`config.mk`:
```
export PLATFORM = sky130hd
export DESIGN_NAME = cmoving_avg
export DESIGN_NICKNAME = d
export VERILOG_FILES = /design/src/verilog/cavg_pkg.sv /design/src/verilog/cmoving_avg.sv /design/src/verilog/round_clip.sv /design/src/verilog/moving_sum.sv
export SDC_FILE = /design/constraint.sdc
export NUM_CORES = 1
export LEC_CHECK = 0
export ABC_AREA = 1
export BUFFER_PORTS_ARGS = -buffer_cell sky130_fd_sc_hd__buf_2
export CORE_ASPECT_RATIO = 1.1
export CORE_MARGIN = 4
export CORE_UTILIZATION = 55
export CTS_BUF_LIST = sky130_fd_sc_hd__clkbuf_4
export DETAILED_ROUTE_END_ITERATION = 8
export HOLD_SLACK_MARGIN = 0.08
export PLACE_DENSITY = 0.77
export SYNTH_ARGS = -nofsm -noshare
export SYNTH_HDL_FRONTEND = slang
export SYNTH_HIERARCHICAL = 1
export SYNTH_SLANG_ARGS = --single-unit
```
`constraint.sdc`:
```
create_clock -name i_clk -period 5.2 [get_ports i_clk]
set_input_delay 0.52 -clock i_clk [delete_from_list [all_inputs] [get_ports i_clk]]
set_output_delay 0.52 -clock i_clk [all_outputs]
set_load 0.1 [all_outputs]
```
`src/verilog/cavg_pkg.sv`:
```
package cavg_pkg;

  // sample and window geometry
  localparam int SAMPLE_W    = 16;
  localparam int MAX_LEN     = 15;
  localparam int LEN_W       = 4;
  localparam int SUM_W       = SAMPLE_W + LEN_W;  // 15 full-scale samples fit
  localparam int SCALE_SHIFT = 4;                 // fixed divide by 16

  // one IQ rail sample
  typedef logic signed [SAMPLE_W-1:0] sample_t;

  // window length, 0 is read as 1
  typedef logic [LEN_W-1:0] len_t;

  // running window sum
  typedef logic signed [SUM_W-1:0] sum_t;

  // history buffer index
  typedef logic [LEN_W-1:0] hist_ptr_t;

endpackage
```
`src/verilog/cmoving_avg.sv`:
```
`timescale 1ns/1ps

module cmoving_avg import cavg_pkg::*; (
  input  logic    i_clk,
  input  logic    i_rst,
  input  logic    i_clear,
  input  len_t    i_len,
  input  logic    i_in_tvalid,
  input  logic    i_in_tlast,
  input  sample_t i_in_idata,
  input  sample_t i_in_qdata,
  output logic    o_in_tready,
  output logic    o_out_tvalid,
  output logic    o_out_tlast,
  output sample_t o_out_idata,
  output sample_t o_out_qdata,
  input  logic    i_out_tready
);

  sum_t i_sum;
  sum_t q_sum;
  logic i_sum_tlast, i_sum_tvalid, i_rc_tready;
  logic q_sum_tlast, q_sum_tvalid, q_rc_tready;
  logic q_in_tready;
  logic q_out_tvalid, q_out_tlast;

  moving_sum u_i_sum (
    .i_clk    (i_clk),
    .i_rst    (i_rst),
    .i_clear  (i_clear),
    .i_len    (i_len),
    .i_tdata  (i_in_idata),
    .i_tlast  (i_in_tlast),
    .i_tvalid (i_in_tvalid),
    .o_tready (o_in_tready),
    .o_tdata  (i_sum),
    .o_tlast  (i_sum_tlast),
    .o_tvalid (i_sum_tvalid),
    .i_tready (i_rc_tready)
  );

  moving_sum u_q_sum (
    .i_clk    (i_clk),
    .i_rst    (i_rst),
    .i_clear  (i_clear),
    .i_len    (i_len),
    .i_tdata  (i_in_qdata),
    .i_tlast  (i_in_tlast),
    .i_tvalid (i_in_tvalid),
    .o_tready (q_in_tready),  // checked against the I rail only
    .o_tdata  (q_sum),
    .o_tlast  (q_sum_tlast),
    .o_tvalid (q_sum_tvalid),
    .i_tready (q_rc_tready)
  );

  round_clip u_i_rc (
    .i_clk    (i_clk),
    .i_rst    (i_rst),
    .i_tdata  (i_sum),
    .i_tlast  (i_sum_tlast),
    .i_tvalid (i_sum_tvalid),
    .o_tready (i_rc_tready),
    .o_tdata  (o_out_idata),
    .o_tlast  (o_out_tlast),
    .o_tvalid (o_out_tvalid),
    .i_tready (i_out_tready)
  );

  round_clip u_q_rc (
    .i_clk    (i_clk),
    .i_rst    (i_rst),
    .i_tdata  (q_sum),
    .i_tlast  (q_sum_tlast),
    .i_tvalid (q_sum_tvalid),
    .o_tready (q_rc_tready),
    .o_tdata  (o_out_qdata),
    .o_tlast  (q_out_tlast),
    .o_tvalid (q_out_tvalid),
    .i_tready (i_out_tready)
  );

  // both rails see the same handshakes, so they must move in lockstep
  a_in_ready_lock : assert property (@(posedge i_clk) disable iff (i_rst)
    o_in_tready == q_in_tready)
    else $error("cmoving_avg: input ready differs between rails");

  a_sum_lock : assert property (@(posedge i_clk) disable iff (i_rst)
    (i_sum_tvalid == q_sum_tvalid) && (i_rc_tready == q_rc_tready) &&
    (!i_sum_tvalid || (i_sum_tlast == q_sum_tlast)))
    else $error("cmoving_avg: sum stage out of lockstep");

  a_out_lock : assert property (@(posedge i_clk) disable iff (i_rst)
    (o_out_tvalid == q_out_tvalid) && (!o_out_tvalid || (o_out_tlast == q_out_tlast)))
    else $error("cmoving_avg: output stage out of lockstep");

endmodule

```
`src/verilog/round_clip.sv`:
```
`timescale 1ns/1ps

module round_clip import cavg_pkg::*; (
  input  logic    i_clk,
  input  logic    i_rst,
  input  sum_t    i_tdata,
  input  logic    i_tlast,
  input  logic    i_tvalid,
  output logic    o_tready,
  output sample_t o_tdata,
  output logic    o_tlast,
  output logic    o_tvalid,
  input  logic    i_tready
);

  logic signed [SUM_W:0]             rnd_sum;  // one guard bit for +half
  logic signed [SUM_W-SCALE_SHIFT:0] shifted;
  logic [SUM_W-SCALE_SHIFT:SAMPLE_W-1] top_bits;
  logic    ovf;
  sample_t sat_data;
  logic    accept;

  assign o_tready = !o_tvalid || i_tready;
  assign accept   = i_tvalid && o_tready;

  // round half up then drop SCALE_SHIFT bits
  assign rnd_sum = {i_tdata[SUM_W-1], i_tdata} + (SUM_W+1)'(2 ** (SCALE_SHIFT - 1));
  assign shifted = rnd_sum[SUM_W:SCALE_SHIFT];  // same bits as >>> SCALE_SHIFT

  // fits a sample only if all bits above the sample msb match it
  assign top_bits = shifted[SUM_W-SCALE_SHIFT:SAMPLE_W-1];
  assign ovf      = !((&top_bits) || !(|top_bits));

  always_comb begin
    if (!ovf) begin
      sat_data = shifted[SAMPLE_W-1:0];
    end else if (shifted[SUM_W-SCALE_SHIFT]) begin
      sat_data = {1'b1, {(SAMPLE_W-1){1'b0}}};  // most negative
    end else begin
      sat_data = {1'b0, {(SAMPLE_W-1){1'b1}}};  // most positive
    end
  end

  always_ff @(posedge i_clk) begin
    if (i_rst) begin
      o_tvalid <= 1'b0;
    end else if (o_tready) begin
      o_tvalid <= i_tvalid;
    end
  end

  always_ff @(posedge i_clk) begin
    if (accept) begin
      o_tdata <= sat_data;
      o_tlast <= i_tlast;
    end
  end

  // stalled output keeps valid, data and last
  a_hold_stall : assert property (@(posedge i_clk) disable iff (i_rst)
    o_tvalid && !i_tready |=> o_tvalid && $stable(o_tdata) && $stable(o_tlast))
    else $error("round_clip: output changed while stalled");

endmodule

```
`src/verilog/moving_sum.sv`:
```
`timescale 1ns/1ps

module moving_sum import cavg_pkg::*; (
  input  logic    i_clk,
  input  logic    i_rst,
  input  logic    i_clear,
  input  len_t    i_len,
  input  sample_t i_tdata,
  input  logic    i_tlast,
  input  logic    i_tvalid,
  output logic    o_tready,
  output sum_t    o_tdata,
  output logic    o_tlast,
  output logic    o_tvalid,
  input  logic    i_tready
);

  sample_t   hist [MAX_LEN];  // circular sample history
  hist_ptr_t wr_ptr;
  hist_ptr_t rd_ptr;
  len_t      fill_cnt;        // samples in window, saturates at len_q
  len_t      len_q;           // latched window length
  sum_t      acc;
  sum_t      acc_next;
  sample_t   old_sample;
  logic      accept;
  logic      full;

  assign o_tready = !o_tvalid || i_tready;
  assign accept   = i_tvalid && o_tready;
  assign full     = (fill_cnt == len_q);

  // len_q entries behind the write pointer, modulo MAX_LEN
  assign rd_ptr = wr_ptr - len_q + ((wr_ptr < len_q) ? hist_ptr_t'(MAX_LEN) : hist_ptr_t'(0));

  assign old_sample = hist[rd_ptr];  // read before this cycle's write

  assign acc_next = acc + sum_t'(i_tdata) - (full ? sum_t'(old_sample) : sum_t'(0));

  always_ff @(posedge i_clk) begin
    if (accept) begin
      hist[wr_ptr] <= i_tdata;
    end
  end

  always_ff @(posedge i_clk) begin
    if (i_rst) begin
      wr_ptr   <= '0;
      fill_cnt <= '0;
      len_q    <= len_t'(1);
      acc      <= '0;
    end else if (i_clear) begin
      wr_ptr   <= '0;
      fill_cnt <= '0;
      len_q    <= (i_len == '0) ? len_t'(1) : i_len;  // len 0 acts as len 1
      acc      <= '0;
    end else if (accept) begin
      acc <= acc_next;
      if (wr_ptr == hist_ptr_t'(MAX_LEN - 1)) begin
        wr_ptr <= '0;
      end else begin
        wr_ptr <= wr_ptr + hist_ptr_t'(1);
      end
      if (!full) begin
        fill_cnt <= fill_cnt + len_t'(1);
      end
    end
  end

  // one-entry output stage
  always_ff @(posedge i_clk) begin
    if (i_rst) begin
      o_tvalid <= 1'b0;
    end else if (o_tready) begin
      o_tvalid <= i_tvalid;
    end
  end

  always_ff @(posedge i_clk) begin
    if (accept) begin
      o_tdata <= acc_next;
      o_tlast <= i_tlast;
    end
  end

  // the oldest sample is only dropped once the window has filled
  a_fill_le_len : assert property (@(posedge i_clk) disable iff (i_rst)
    fill_cnt <= len_q)
    else $error("moving_sum: fill count %0d above length %0d", fill_cnt, len_q);

endmodule

```
After elaboration in Yosys (flattened, before gate mapping)
Memories as Yosys holds them, arrays and structs flattened. Cells that the tools add are included.

Output and inout port bits: 35. Latch bits: 0. Input port bits: 42. Memories: 2. Bits in writable memories: 480. Flip-flop bits (word level): 138. Logic and storage cells: 80. Bits in read-only memories: 0.

Muxes and demuxes: 15. Add/sub/neg operators: 14. Shifts and indexed selects: 0. Reduce and logical (&&, ||, !) cells: 24. Equality and inequality tests: 4. $mul: 0. $lt $le $gt $ge: 2. Div/mod/pow operators: 0. Bitwise gates (word level): 2.

Memory list: u_i_sum.hist (depth 15, bits a word 16, read ports 1, clocked after Yosys merged registers in 0, write ports 1, line moving_sum.sv:18) `sample_t hist [MAX_LEN];`; u_q_sum.hist (depth 15, bits a word 16, read ports 1, clocked after Yosys merged registers in 0, write ports 1, line moving_sum.sv:18).

Operators by type and width (count): 2-to-1 mux 16 bit (4); adder 20 x 5 -> 21 bit, second input constant (2); adder 20 x 16 -> 20 bit (2); 2-to-1 mux 20 bit (2); subtractor 20 bit (2); 2-to-1 mux 4 bit (5); adder 4 x 1 -> 4 bit, second input constant (4); adder 4 bit (2); == test 4 bit (2); == test 4 bit, second input constant (2); < comparator 4 bit (2); AND reduction 2 bit (4); subtractor 4 bit (2); logical NOT 1 bit (6); logical OR 1 bit (6); OR reduction 2 bit (3); logical AND 1 bit (4); logical NOT 4 bit (1); 2-to-1 mux 1 bit (4); NOT 1 bit (2).

Logic depth before layout (Yosys ltp)
Word-level depth: 6. Mapped depth: 35. Gate-level depth less buffers: 34.

Cells and area by module
The synthesis kept the hierarchy.

Modules (own cells, without submodules): moving_sum at u_i_sum (area each 13898.3 um^2, cells an instance 1338, instances 1); moving_sum at u_q_sum (area each 13744.4 um^2, cells an instance 1336, instances 1); round_clip (area each 1173.6 um^2, cells an instance 130, instances 2).

Worst setup path after synthesis
Ideal clock, no wire load.

Path kind: reg2reg. From: register u_q_sum.len_q[3]. To: register u_q_sum.o_tdata[15] (data pin). Stages on the path, launching flop included: 28. Path buffers: 3. Setup time: 253 ps. Data arrival time: 4578 ps. Clock period less this slack: 4831 ps. Slack: 369 ps. Path through: dfxtp_1 > inv_1 > ha_1 > a21oi_1 > nand2_4 > ha_1 > inv_1 > ha_1 > fa_1 > buf_2 > inv_2 > buf_4 > buf_2 > o21ai_0 > a21oi_1 > nor2_1 > nor2_2 > fa_1 > inv_1 > ha_1 > nand2_1 > inv_1 > a21oi_1 > nor2_1 > nor2_1 > nand2_1 > nand2_1 > nand2_1.

Longest elaborated chain between the ends: 6. Elaborated cells between the ends (all ways): 8.

RTL lines: start, declared (line moving_sum.sv:22) `len_t len_q;`; start signal, assigned (line moving_sum.sv:50) `len_q <= len_t'(1);`; start signal, assigned (line moving_sum.sv:55) `len_q <= (i_len == '0) ? len_t'(1) : i_len;`; < comparator 4 bit (line moving_sum.sv:34) `assign rd_ptr = wr_ptr - len_q + ((wr_ptr < len_q) ? hist_ptr_t'(MAX_LEN) : hist_ptr_t'(0));`; 2-to-1 mux 4 bit (line moving_sum.sv:34); adder 4 bit (line moving_sum.sv:34); memory read (15 x 16 bit); 2-to-1 mux 20 bit * (line moving_sum.sv:38) `assign acc_next = acc + sum_t'(i_tdata) - (full ? sum_t'(old_sample) : sum_t'(0));`; subtractor 20 bit * (line moving_sum.sv:38); named net u_q_sum.acc_next[15] (line moving_sum.sv:24) `sum_t acc_next;`; end signal, assigned (line moving_sum.sv:81) `o_tdata <= acc_next;`; end, declared (line moving_sum.sv:12) `output sum_t o_tdata,`.

The timed path passes the listed nets; every way through them passes the cells marked *. A chain may end at the register's enable or synchronous reset.

Final worst setup path
From: register u_i_sum.len_q[2]. To: register u_i_sum.o_tdata[14] (data pin).

Longest elaborated chain between the ends: 6. Elaborated cells between the ends (all ways): 8.

RTL lines (line): start, declared (moving_sum.sv:22); start signal, assigned (moving_sum.sv:50); start signal, assigned (moving_sum.sv:55); < comparator 4 bit (moving_sum.sv:34); 2-to-1 mux 4 bit (moving_sum.sv:34); adder 4 bit (moving_sum.sv:34); memory read (15 x 16 bit); 2-to-1 mux 20 bit * (moving_sum.sv:38); subtractor 20 bit * (moving_sum.sv:38); named net u_i_sum.acc_next[14] (moving_sum.sv:24); end signal, assigned (moving_sum.sv:81); end, declared (moving_sum.sv:12).

Marked as above.

==> results.md <==
- Final WL: 71.3 mm
- Worst-margin pin slew: ~1.1 ns
- DR vias: roughly 22,000
- Area of the die: between 50,000 and 60,000 um^2
- HP Class: in -> reg
- Worst Path Arrival: 5.69 ns
- Leak pwr: ~0.014 uW
- Peak Freq: 200 MHz
- Switch share: a little over a third
- Synth Cell Area: 29,700 um^2
- Final period util: around 96%
- Die extent in x: between 200 and 250 um
- Largest net degree at the start of global routing: 97
- Worst-path clk slew: around 0.06 ns
- CP Launch Type: register
- Final Max Tran Viols: 0
- DPL Wire Length: approximately 46 mm
- Wire length of the first global-routing pass: 112 mm
- Via density: around 5.5
- CTS tree: yes
- CTS sink cnt: between 600 and 700
- IO buf count: between 70 and 80
- DIE HEIGHT: around 250 um
- Final Hold Viols: 0
- Critical path depth: 32
- Rel. slew slack: between 20% and 30%
- Cell family with most CP delay: adder cells
- Status: finished, final reports clean
- Hold Crit Depth: 2
- Power per cell area: 442 nW/um^2
- Critical path required time: ~5.9 ns
- Post-Layout Cell Count: between 4,000 and 5,000
- DRC viols: 0
- Critical path type: reg -> reg
- Logic pwr share: between 30% and 40%
- Layout Skew: ~0.049 ns
- Pre-antenna DRT Iters: 6
- Clock Path Buffers: 3
- Number of global-route vias before repair: 22,087
- Worst R2R Start: u_i_sum/len_q[2]
- Synth warnings: 6
- Flop pwr share: a little under 40%
- VDD IR max: around 0.28 mV
- Worst Hold End: u_i_sum/o_tlast
- DR WL/cell: 17.5 um
- WHS: 0.349 ns
- Syn Nets: ~3,000
- RD Place Congestion: ~0.93
- CP max stage cell: fa_2
- Crit-path max FO: 13
- Commonest non-fill, non-tap cells in the layout: 768 x nand2_1, 548 x edfxtp_1, 319 x inv_1
- Core area: about 54,000 um^2
- Detail Route Antenna Nets: 0
- Nets: 3,370
- DR iter-0 viols: around 1,900
- Gr usage total: between 20% and 30%
- Net Switching: between 5000 and 6000 uW
- GR Overflow Total: 0
- Clk Latency, worst-skew pair: about 0.95 ns
- Worst flop-to-flop path endpoint: u_i_sum/o_tdata[14]
- Buffers plus inverters on the worst setup path: 9
- Layout cells sized above 1: between 20 and 25%
- Post-Syn Area per Cell: roughly 10 um^2
- Min-delay src: i_in_tlast
- Clk root buf: clkbuf_4
- Synth Instances: 2,926
- Final Cell Area: 34,800 um^2
- CP most frequent cell: nand2_1
- Placement-stage cell area: between 30,000 and 40,000 um^2
- Synth-to-Final Area Change: 16.9%
- Worst-case reg-to-reg path depth: 32
- Initial antenna violation count: 2
- Rows: slightly below 90
- Ports: 77
- Initial Utilization: a little under three fifths
- Max-cap viol count: 0
- Internal power: between 9000 and 10,000 uW
- Final Setup Violations: 0
- CP endpoint kind: register
- Commonest non-fill, non-tap cell in the layout: nand2_1
- Power share of the clock group: between 20% and 30%
- Num CTS Buffers: 151
- CTS H-tree depth: 4
- Post-route minimum period: roughly 5.0 ns
- R2r setup slk: roughly 0.21 ns
- Placed Cells: around 3,800
- Slowest stage delay, CP: a little under 0.6 ns
## metrics by stage
stage               total power, uW  utilization [%]  setup TNS (ns)  worst slack [ns]
floorplan                      9450                -               0             0.369
global placement              10800             59.1               0            0.0702
detailed placement            11000             59.1          -0.168           -0.0418
CTS                           15000             63.6               0           0.00455
global route                  16300             64.9          -0.940           -0.0651
finish                        15400             64.9               0             0.208
## sequential cells by signal, indices dropped and copies added (netlist names), 4 cells and up
signal            count
u_q_sum/acc          20
u_q_sum/len_q         4
u_q_sum/fill_cnt      4
u_i_sum/acc          20
u_q_sum/o_tdata      17
u_i_sum/fill_cnt      4
u_i_rc/o_tdata       16
u_i_sum/o_tdata      17
u_i_sum/len_q         4
u_i_sum/hist        240
u_q_sum/wr_ptr        4
u_i_sum/wr_ptr        4
u_q_sum/hist        240
u_q_rc/o_tdata       16
## layer usage
| layer | track usage (%) | vias up | share of wire, % |
|---|---|---|---|
| met5 | 0 | - | 0 |
| met4 | 8.90 | 0 | 2.6 |
| met3 | 4.98 | 145 | 6.7 |
| met2 | 41.3 | 836 | 50 |
| met1 | 31.1 | 10702 | 40 |
| li1 | - | 10490 | - |
## power by group through the flow
stage	Clock [uW]	Sequential (uW)	Combinational, uW
after CTS	4100	5930	4990
after global routing	4390	5950	5940
after floorplan	0	6310	3150
after global placement	0	6030	4810
final	4000	5930	5430
after detailed placement	0	6040	4920
## worst max path at each step
stage / slack, ns / endpoint / startpoint
3_5_place_dp: -0.04 / u_q_sum/acc[17] / u_q_sum/len_q[3]
6_report: 0.21 / u_i_sum/o_tdata[14] / u_i_sum/len_q[2]
2_1_floorplan: 0.37 / u_q_sum/o_tdata[15] / u_q_sum/len_q[3]
4_1_cts: 0.005 / u_i_sum/o_tdata[19] / u_i_sum/len_q[3]
5_1_grt: -0.07 / u_q_sum/acc[19] / u_q_sum/len_q[2]
3_3_place_gp: 0.07 / u_i_sum/o_tdata[9] / u_i_sum/len_q[3]
## final cells by class
cell class                      count  area, um^2
Sequential cell                   616       17800
Multi-Input combinational cell   1861       10700
Clock buffer                      216        1620
Timing Repair Buffer              256        2110
Inverter                          338        1290
Antenna cell                        4        10.0
Clock inverter                     48         322
Fill cell                        4017       18800
Tap cell                          728         911
## timing repair
action	in CTS	in global routing
setup endpoints to repair	11	66
hold buffers	44	0
endpoints found under the hold margin	522	0
gates cloned	0	2
gates resized for setup	3	134
pin swaps	1	20
setup buffers	0	2
No activity file was read; power rests on OpenSTA's default activity.
